===== config.mk =====
export PLATFORM = sky130hd
export DESIGN_NAME = icache_subsystem
export DESIGN_NICKNAME = d
export VERILOG_FILES = /design/src/icache_pkg.sv /design/src/snoop_if.sv /design/src/icache_store.sv /design/src/miss_tracker.sv /design/src/stream_prefetcher.sv /design/src/icache_subsystem.sv
export SDC_FILE = /design/constraint.sdc
export NUM_CORES = 2
export LEC_CHECK = 0
export ABC_AREA = 1
export BUFFER_PORTS_ARGS = -buffer_cell sky130_fd_sc_hd__clkbuf_2
export CAP_MARGIN = 20
export CORE_AREA = 2 2 245 489
export DETAILED_ROUTE_END_ITERATION = 10
export DIE_AREA = 0 0 247 491
export PLACE_DENSITY = 0.5
export SKIP_CTS_REPAIR_TIMING = 1
export SLEW_MARGIN = 10
export SYNTH_ARGS = -nofsm -noshare
export SYNTH_HDL_FRONTEND = slang
export SYNTH_SLANG_ARGS = --single-unit

===== constraint.sdc =====
create_clock -name clock -period 9.4 [get_ports clock]
set_input_delay 2.82 -clock clock [delete_from_list [all_inputs] [get_ports clock]]
set_output_delay 2.82 -clock clock [all_outputs]
set_load 0.05 [all_outputs]

===== src/icache_pkg.sv =====
package icache_pkg;

    // Address and line geometry
    localparam int ADDR_BITS   = 16;
    localparam int OFFSET_BITS = 3;
    localparam int TAG_BITS    = ADDR_BITS - OFFSET_BITS;
    localparam int BLOCK_BITS  = 64;

    // Step between consecutive lines on the raw address
    localparam logic [ADDR_BITS-1:0] LINE_BYTES = 16'd1 << OFFSET_BITS;

    // Line store
    localparam int STORE_LINES      = 8;
    localparam int STORE_INDEX_BITS = $clog2(STORE_LINES);

    // Victim LFSR start value, never zero
    localparam logic [STORE_INDEX_BITS-1:0] LFSR_SEED = 3'b101;

    // Outstanding memory requests
    localparam int TRACKER_DEPTH      = 4;
    localparam int TRACKER_INDEX_BITS = $clog2(TRACKER_DEPTH);
    localparam int MEM_TAG_BITS       = 4;

    typedef logic [TAG_BITS-1:0]     line_tag_t;
    typedef logic [MEM_TAG_BITS-1:0] mem_tag_t;
    typedef logic [BLOCK_BITS-1:0]   block_t;

    // Raw word for address arithmetic, fields for tag matching
    typedef union packed {
        logic [ADDR_BITS-1:0] raw;
        struct packed {
            line_tag_t              tag;
            logic [OFFSET_BITS-1:0] offset;
        } fields;
    } fetch_addr_t;

    typedef struct packed {
        logic        valid;
        fetch_addr_t addr;
    } addr_packet_t;

    typedef struct packed {
        logic   valid;
        block_t data;
    } cache_data_t;

endpackage


===== src/snoop_if.sv =====
interface snoop_if;
    import icache_pkg::*;

    // Lookup issued by the prefetcher
    logic      snoop_valid;
    line_tag_t snoop_tag;

    // Answers from the store and the tracker, same cycle
    logic store_hit;
    logic store_full;
    logic tracker_hit;

    modport requester (output snoop_valid, output snoop_tag,
                       input store_hit, input store_full, input tracker_hit);

    modport store (input snoop_valid, input snoop_tag,
                   output store_hit, output store_full);

    modport tracker (input snoop_valid, input snoop_tag,
                     output tracker_hit);

endinterface


===== src/icache_store.sv =====
module icache_store (
    input  logic                           clock,
    input  logic                           reset,
    input  icache_pkg::addr_packet_t [1:0] read_addrs,
    output icache_pkg::cache_data_t  [1:0] cache_outs,
    snoop_if.store                         snoop,
    input  icache_pkg::addr_packet_t       fill,
    input  icache_pkg::block_t             fill_data
);
    import icache_pkg::*;

    // Line storage
    logic [STORE_LINES-1:0] line_valid;
    line_tag_t              line_tag  [STORE_LINES];
    block_t                 line_data [STORE_LINES];

    // Lookup results
    logic [1:0][STORE_LINES-1:0] read_match;
    logic [STORE_LINES-1:0]      snoop_match;

    // Fill placement
    logic [STORE_INDEX_BITS-1:0] lfsr;
    logic [STORE_INDEX_BITS-1:0] free_index;
    logic [STORE_INDEX_BITS-1:0] fill_index;

    // One bit per valid line holding the tag
    function automatic logic [STORE_LINES-1:0] match_lines(input line_tag_t tag);
        logic [STORE_LINES-1:0] hits;
        hits = '0;
        for (int i = 0; i < STORE_LINES; i++) begin
            hits[i] = line_valid[i] && (line_tag[i] == tag);
        end
        return hits;
    endfunction

    // Fetch reads, both ports in the same cycle
    always_comb begin
        for (int p = 0; p < 2; p++) begin
            cache_outs[p] = '0;
            read_match[p] = match_lines(read_addrs[p].addr.fields.tag);
            for (int i = 0; i < STORE_LINES; i++) begin
                if (read_addrs[p].valid && read_match[p][i]) begin
                    cache_outs[p].valid = 1'b1;
                    cache_outs[p].data  = line_data[i];
                end
            end
        end
    end

    // Snoop answer for the prefetcher
    assign snoop_match      = match_lines(snoop.snoop_tag);
    assign snoop.store_hit  = snoop.snoop_valid && (|snoop_match);
    assign snoop.store_full = &line_valid;

    // Lowest invalid line wins
    always_comb begin
        free_index = '0;
        for (int i = STORE_LINES - 1; i >= 0; i--) begin
            if (!line_valid[i]) begin
                free_index = STORE_INDEX_BITS'(i);
            end
        end
    end

    // Random victim only once every line is taken
    assign fill_index = snoop.store_full ? lfsr : free_index;

    always_ff @(posedge clock) begin
        if (reset) begin
            line_valid <= '0;
            lfsr       <= LFSR_SEED;
        end else begin
            // x^3 + x^2 + 1, runs through all seven nonzero states
            lfsr <= {lfsr[1:0], lfsr[2] ^ lfsr[1]};
            if (fill.valid) begin
                line_valid[fill_index] <= 1'b1;
            end
        end
    end

    always_ff @(posedge clock) begin
        if (fill.valid) begin
            line_tag[fill_index]  <= fill.addr.fields.tag;
            line_data[fill_index] <= fill_data;
        end
    end

endmodule


===== src/miss_tracker.sv =====
module miss_tracker (
    input  logic                     clock,
    input  logic                     reset,
    snoop_if.tracker                 snoop,
    input  logic                     push,
    input  icache_pkg::mem_tag_t     push_mem_tag,
    input  icache_pkg::line_tag_t    push_line_tag,
    input  icache_pkg::mem_tag_t     mem_data_tag,
    output icache_pkg::addr_packet_t fill
);
    import icache_pkg::*;

    // Request FIFO
    logic [TRACKER_DEPTH-1:0] entry_valid;
    mem_tag_t                 entry_mem_tag  [TRACKER_DEPTH];
    line_tag_t                entry_line_tag [TRACKER_DEPTH];

    logic [TRACKER_INDEX_BITS-1:0] head;
    logic [TRACKER_INDEX_BITS-1:0] tail;

    logic [TRACKER_DEPTH-1:0] snoop_match;
    logic                     pop;

    // Any outstanding request for the snooped line
    always_comb begin
        for (int i = 0; i < TRACKER_DEPTH; i++) begin
            snoop_match[i] = entry_valid[i] && (entry_line_tag[i] == snoop.snoop_tag);
        end
    end

    assign snoop.tracker_hit = snoop.snoop_valid && (|snoop_match);

    // Returns arrive in order, so only the head can match
    assign pop = (mem_data_tag != '0) && entry_valid[head]
                 && (entry_mem_tag[head] == mem_data_tag);

    // Fill request toward the store, offset stays zero
    always_comb begin
        fill                 = '0;
        fill.valid           = pop;
        fill.addr.fields.tag = entry_line_tag[head];
    end

    // Pointers wrap naturally with a power of two depth
    always_ff @(posedge clock) begin
        if (reset) begin
            entry_valid <= '0;
            head        <= '0;
            tail        <= '0;
        end else begin
            if (pop) begin
                entry_valid[head] <= 1'b0;
                head              <= head + 1'b1;
            end
            // Push after pop so a full FIFO can turn over in one cycle
            if (push) begin
                entry_valid[tail] <= 1'b1;
                tail              <= tail + 1'b1;
            end
        end
    end

    always_ff @(posedge clock) begin
        if (push) begin
            entry_mem_tag[tail]  <= push_mem_tag;
            entry_line_tag[tail] <= push_line_tag;
        end
    end

endmodule


===== src/stream_prefetcher.sv =====
module stream_prefetcher (
    input  logic                           clock,
    input  logic                           reset,
    input  icache_pkg::addr_packet_t [1:0] read_addrs,
    input  logic [1:0]                     read_hits,
    snoop_if.requester                     snoop,
    output icache_pkg::addr_packet_t       mem_req_addr,
    input  logic                           mem_req_accepted,
    input  icache_pkg::mem_tag_t           current_req_tag,
    output logic                           push,
    output icache_pkg::mem_tag_t           push_mem_tag,
    output icache_pkg::line_tag_t          push_line_tag
);
    import icache_pkg::*;

    addr_packet_t oldest_miss;
    fetch_addr_t  miss_line;
    fetch_addr_t  next_line;
    fetch_addr_t  snoop_addr;

    // Stream state
    logic        demand_valid;
    line_tag_t   demand_tag;
    fetch_addr_t stream_addr;

    logic new_demand;
    logic lookahead;
    logic present;

    // Port 0 carries the older fetch
    always_comb begin
        oldest_miss = '0;
        if (read_addrs[0].valid && !read_hits[0]) begin
            oldest_miss = read_addrs[0];
        end else if (read_addrs[1].valid && !read_hits[1]) begin
            oldest_miss = read_addrs[1];
        end
    end

    // Line base of the miss
    always_comb begin
        miss_line               = oldest_miss.addr;
        miss_line.fields.offset = '0;
    end

    assign next_line.raw = stream_addr.raw + LINE_BYTES;

    // A miss on the line already requested is not a new demand
    assign new_demand = oldest_miss.valid
                        && (!demand_valid || (oldest_miss.addr.fields.tag != demand_tag));
    assign lookahead  = !new_demand && demand_valid && !snoop.store_full;

    assign snoop_addr        = new_demand ? miss_line : next_line;
    assign snoop.snoop_valid = new_demand || lookahead;
    assign snoop.snoop_tag   = snoop_addr.fields.tag;

    // Line already resident or already on its way
    assign present = snoop.store_hit || snoop.tracker_hit;

    always_comb begin
        mem_req_addr.valid = snoop.snoop_valid && !present;
        mem_req_addr.addr  = snoop_addr;
    end

    assign push          = mem_req_addr.valid && mem_req_accepted;
    assign push_mem_tag  = current_req_tag;
    assign push_line_tag = snoop_addr.fields.tag;

    always_ff @(posedge clock) begin
        if (reset) begin
            demand_valid <= 1'b0;
            demand_tag   <= '0;
            stream_addr  <= '0;
        end else if (new_demand) begin
            // Restart the stream at the demand line
            if (push) begin
                demand_valid <= 1'b1;
                demand_tag   <= miss_line.fields.tag;
                stream_addr  <= miss_line;
            end
        end else if (lookahead && (push || present)) begin
            // Skip over lines that need no request
            stream_addr <= next_line;
        end
    end

endmodule


===== src/icache_subsystem.sv =====
module icache_subsystem (
    input  logic                           clock,
    input  logic                           reset,

    // Fetch side, port 0 holds the older address
    input  icache_pkg::addr_packet_t [1:0] read_addrs,
    output icache_pkg::cache_data_t  [1:0] cache_outs,

    // Memory side
    input  icache_pkg::mem_tag_t           current_req_tag,
    input  icache_pkg::block_t             mem_data,
    input  icache_pkg::mem_tag_t           mem_data_tag,
    output icache_pkg::addr_packet_t       mem_req_addr,
    input  logic                           mem_req_accepted
);
    import icache_pkg::*;

    snoop_if snoop_bus ();

    // Tracker to store fill path
    addr_packet_t fill;

    // Prefetcher to tracker push path
    logic      push;
    mem_tag_t  push_mem_tag;
    line_tag_t push_line_tag;

    icache_store icache_store_i (
        .clock      (clock),
        .reset      (reset),
        .read_addrs (read_addrs),
        .cache_outs (cache_outs),
        .snoop      (snoop_bus.store),
        .fill       (fill),
        .fill_data  (mem_data)
    );

    miss_tracker miss_tracker_i (
        .clock         (clock),
        .reset         (reset),
        .snoop         (snoop_bus.tracker),
        .push          (push),
        .push_mem_tag  (push_mem_tag),
        .push_line_tag (push_line_tag),
        .mem_data_tag  (mem_data_tag),
        .fill          (fill)
    );

    stream_prefetcher stream_prefetcher_i (
        .clock            (clock),
        .reset            (reset),
        .read_addrs       (read_addrs),
        .read_hits        ({cache_outs[1].valid, cache_outs[0].valid}),
        .snoop            (snoop_bus.requester),
        .mem_req_addr     (mem_req_addr),
        .mem_req_accepted (mem_req_accepted),
        .current_req_tag  (current_req_tag),
        .push             (push),
        .push_mem_tag     (push_mem_tag),
        .push_line_tag    (push_line_tag)
    );

endmodule


# --- Yosys cells after proc, flatten, opt, wreduce, memory -nomap -nowiden ---
# Memories as Yosys holds them, arrays and structs flattened. A register that Yosys moved wholly into a read port is not among the register bits.
# Index checks and enable logic that the tools add are counted.
word_totals:
  regBits: 49
  ram_bits: 684
  in_bits: 109
  output_inout_bits: 147
  mem_count: 4
op_classes:
  n_addsub: 3
  n_lt_le_gt_ge: 6
  eq_ne: 31
  muxes: 50
  n_bitwise: 5
  n_reduce_logical: 76
memory_table:
  columns: ["name", "depth", "width", "rd", "rd_ports_with_merged_regs", "write_ports", "line", "rtl"]
  rows:
  - ["icache_store_i.line_data", 8, 64, 8, 0, 1, "icache_store.sv:15", "block_t line_data [STORE_LINES];"]
  - ["icache_store_i.line_tag", 8, 13, 8, 0, 1, "icache_store.sv:14", "line_tag_t line_tag [STORE_LINES];"]
  - ["miss_tracker_i.entry_line_tag", 4, 13, 5, 1, 1, "miss_tracker.sv:16", "line_tag_t entry_line_tag [TRACKER_DEPTH];"]
  - ["miss_tracker_i.entry_mem_tag", 4, 4, 1, 1, 1, "miss_tracker.sv:15", "mem_tag_t entry_mem_tag [TRACKER_DEPTH];"]
op_table:
  columns: ["cell", "count"]
  rows:
  - ["$mux 65", 16]
  - ["$eq 13x13->1", 28]
  - ["$mux 16", 4]
  - ["$logic_and 1x1->1", 59]
  - ["$mux 17", 2]
  - ["$mux 3", 9]
  - ["$add 16x4->16 const B", 1]
  - ["$ne 13x13->1", 1]
  - ["$mux 4", 3]
  - ["$mux 1", 8]
  - ["$mux 2", 4]
  - ["$or 8x8->8", 1]
  - ["$reduce_and 8->1", 1]
  - ["$reduce_or 8->1", 1]
  - ["$logic_not 1->1", 6]
  - ["$lt 2x3->1 const B", 2]
  - ["$add 2x1->2 const B", 2]
  - ["$and 4x4->4", 1]
  - ["$demux 1 s2", 2]
  - ["$eq 4x4->1", 1]
  - ["$ge 2x1->1 const B", 2]
  - ["$logic_or 1x1->1", 4]
  - ["$lt 3x4->1 const B", 1]
  - ["$not 4->4", 1]
  - ["10 further kinds", 11]

# --- Longest topological paths before layout ---
# An unclocked memory read counts as a cell.
depth:
  depth_word: 32
  depth_mapped: 45

# --- Hierarchy ---
# Synthesis repeated with hierarchy kept, for this count alone.
unflattened:
  hier_cells: 5346
  area_unflattened_um2: 42166.7
modules_own_cells:
  columns: ["module", "n_inst", "cells_each", "area_per_inst_um2", "seq_area_each_um2"]
  rows:
  - ["icache_store", 1, 4471, 35562.9, 18718.0]
  - ["miss_tracker", 1, 410, 3910.0, 2242.2]
  - ["stream_prefetcher", 1, 465, 2693.8, 600.6]

# --- Worst setup path after synthesis ---
# Ideal clock, no wire load.
synth_timing:
  path_type: "input -> output"
  from: "input read_addrs[23] in the netlist's numbering"
  to: "output mem_req_addr[16] in the netlist's numbering"
  arrival_time_ps: 6740
  t_required_ps: 6580
  setup_slack_ps: -160
  path_stages: 34
  path_cell_list: "buf_4 inv_2 nand2_1 nand2_1 nor2_1 nand2_1 nor2_1 nand2_4 nand2_2 nor2_2 nand2_2 nor2_4 buf_6 nand3_1 nand2_1 nand2_1 nand2_1 inv_1 nor2_1 nand2_1 nor2_2 nand2_4 nand3_1 nand2_2 buf_2 inv_1 nand2_1 o211ai_1 nor2_1 nand2_1 nand2_1 nor2_1 nand2_2 nor3b_4"
synth_rtl:
  columns: ["element", "line", "rtl"]
  rows:
  - ["from (decl)", "icache_subsystem.sv:6", "input icache_pkg::addr_packet_t [1:0] read_addrs,"]
  - ["to (decl)", "icache_subsystem.sv:13", "output icache_pkg::addr_packet_t mem_req_addr,"]

==> flow_summary.yaml <==
run_status:
  status: "finished, violations left"
  violations: "setup timing"
sta:
  period_share: 1.08
  final.setup.tns_ns: -0.705
  drv_slew: 0
  rsz0062_at_grt: "yes"
  fmax_mhz: 99.0
  hold_viol_final: 0
  finClkSkew_ns: 0.0363
  max_slew_margin: 0.228
  period_needed_ns: 10.11
  setup_slack_ns: -0.705
  worst_pin_slew_ns: 1.16
  setup_viol: 1
yosys:
  avgSynthCellArea_um2: 8.81
  netlist_top_cells_area: "edfxtp_1 (52%), o21ai_0 (11%), nand2_1 (8.3%), inv_1 (6.0%), o221ai_1 (5.5%)"
  synth-seq-cells: 735
  async_reset_ff_frac: 0
  synth_top_area_cell: "edfxtp_1"
  synth_edf_count: 684
  ys.flop_type: "edfxtp_1"
  netlist_area_um2: 39800
  ys_types: 46
  synth_common_cells: "nand2_1 (884), o21ai_0 (872), edfxtp_1 (684), inv_1 (632), nor2_1 (308)"
  syn_nets: 4635
  ys_warn_count: 0
  seq_area_frac_synth: 0.542
  synth_top_area_frac: 0.516
  syn_inst: 4517
  yosysMostFrequentCell: "nand2_1"
cells_and_area:
  synthToLayoutAreaGrowth_pct: 24.3
  drive_above_1_share: 0.193
  fillCellCount: 11700
  fin_util: 0.421
  design_area_um2: 49500
  fin_nets: 5096
die:
  start_util: 0.339
  die_w_um: 247
  die_height_um: 491
  rows: 178
  coreArea_um2: 117000
  die-area_um2: 121000
  pin_count: 256
power_and_ir_drop:
  vdd_ir_drop_max_mv: 0.185
  power.combinational.fraction: 0.109
  p_per_area_nw_per_um2: 153
  p_sw_frac: 0.258
  pwr-share-seq: 0.481
  pwr-share-clk: 0.410
  power_leakage_uw: 0.0205
  intPower_uw: 5620
  p_sw_uw: 1960
global_routing:
  grt_first_pass_wirelength_um: 259000
  antenna_found_initial: 13
  grt-ovfl-total: 0
  grt_pass1_vias: 35600
  grt.total_usage: 0.305
  grt_max_degree: 85
cts:
  cts_buffers: 77
  htreeDepth: 3
  clock_latency_ns: 0.71
  root_buffer: "clkbuf_16"
  clockBufferDepth: 3
  cts_tree: "yes"
  clkTransAtPathRegs_ns: 0.06
  cts.sink_count: 735
min_path:
  hold_class: "register to register"
place:
  gp_routability_congestion: 1.05
  place_hpwl_um: 129000
  place_area_um2: 46000
  portBuffers: 249
critical_path:
  crit_fanout: 8
  worstSetupPathType: "input port to output pin"
  critPathSlowestCell: "nor3b_4"
  setup.worst_path.start_class: "input port"
  worst_path_largest_cell_delay_ns: 0.29
  end_kind: "output pin"
  worst-r2r-setup-slack_ns: 3.37
  crit_top_cell: "nand2_1"
  cp.required_ns: 6.58
  worstPathArrival_ns: 7.29
flow_run:
  drv_cap: 0
detailed_routing:
  wire_per_inst_um: 28.4
  vias: 35700
  drtIter0Drc: 2437
  drtPass1Iterations: 6
  avgViaCountPerCell: 5.43
  wl_um: 186000
  drt_drc_violations_left: 0
  postRouteAntennaNets: 0
==> critical path, delay by kind of cell <==
kind | cells | cell delay, ns
AOI/OAI and AO/OA | 1 | 0.08
buffers and inverters | 8 | 1.30
and+or+nand+nor | 27 | 3.05
==> cell type report <==
type	count	area (um^2)	share of cell area
sequential	735	21600	0.436
multi-input combinational	2856	15200	0.307
timing repair buffer	655	5800	0.117
inverter	653	2510	0.0507
clock buffer	104	2160	0.0437
tap	1530	1910	0.0387
clock inverter	35	319	0.00645
antenna	4	10.0	0.000202
==> state kept, by name (all words and copies together) (netlist names), named ones only <==
| name | flops |
|---|---|
| icache_store_i.lfsr | 3 |
| miss_tracker_i.entry_valid | 4 |
| stream_prefetcher_i.demand_tag | 13 |
| stream_prefetcher_i.stream_addr | 16 |
| miss_tracker_i.head | 2 |
| icache_store_i.line_tag | 104 |
| icache_store_i.line_valid | 8 |
| miss_tracker_i.tail | 2 |
| miss_tracker_i.entry_mem_tag | 16 |
| icache_store_i.line_data | 512 |
| stream_prefetcher_i.demand_valid | 1 |
| miss_tracker_i.entry_line_tag | 52 |
==> placed cells by master (no fill, tap or decap), drive strengths merged, types with 9 or more instances in the layout <==
cell type,instances
a21oi,163
buf,450
clkbuf,309
clkinv,29
clkinvlp,9
dfxtp,51
edfxtp,684
ha,9
inv,647
nand2,921
nand3,141
nand3b,21
nor2,321
o211ai,33
o21ai,911
o221ai,249
o22ai,13
xnor2,9
xor2,38
==> per-stage QoR <==
| stage | hold WS (ns) | setup slack [ns] | cells | total power [uW] |
|---|---|---|---|---|
| 2_1_floorplan | 0.405 | 0.0432 | 4517 | 4010 |
| 3_3_place_gp | 0.425 | -1.31 | 6407 | 4480 |
| 3_5_place_dp | 0.423 | -1.32 | 6408 | 4480 |
| 4_1_cts | 0.432 | -1.34 | 6547 | 7580 |
| 5_1_grt | 0.467 | -0.865 | 6570 | 7780 |
| 6_report | 0.430 | -0.705 | 6572 | 7570 |
==> power groups by stage <==
stage / Sequential (uW) / Clock [uW] / Combinational, uW
floorplan: 3700 / 0 / 310
global placement: 3710 / 0 / 766
CTS: 3640 / 3170 / 771
finish: 3640 / 3110 / 827
global route: 3640 / 3270 / 864
detailed placement: 3710 / 0 / 769
==> per-layer routing <==
layer | GRT usage | vias up | routed length (um)
met1 | 0.301 | 17500 | 62200
met3 | 0.0589 | 490 | 9900
met4 | 0.260 | 12 | 19800
met5 | 0 | - | 81
met2 | 0.539 | 1223 | 94400
li1 | - | 16500 | -
==> kinds of logic (layout without fill, tap and decap cells) <==
group,after synthesis,in the layout,synth area share
AND/OR/NAND/NOR,1420,1420,0.150
other,0,4,0
adder cells (fa/ha/maj),9,9,0.00283
buffers and inverters,926,1447,0.0940
XOR/XNOR,47,47,0.0103
AO/OA/AOI/OAI,1378,1378,0.200
flip-flops,735,735,0.542
multiplexers,2,2,0.000566
==> path summary, 6_finish.rpt <==
path                                                start                                            end  cells after the start
hold reg to reg         icache_store_i.lfsr[0]$_SDFF_PP1_              icache_store_i.lfsr[1]$_SDFF_PP0_                      2
hold / removal          icache_store_i.lfsr[0]$_SDFF_PP1_              icache_store_i.lfsr[1]$_SDFF_PP0_                      2
setup reg to reg  icache_store_i.line_tag[6][7]$_DFFE_PP_  miss_tracker_i.entry_line_tag[3][8]$_DFFE_PP_                     38
setup / recovery                            read_addrs[7]                               mem_req_addr[16]                     36
Note: power is estimated with default switching activity, not from simulation.
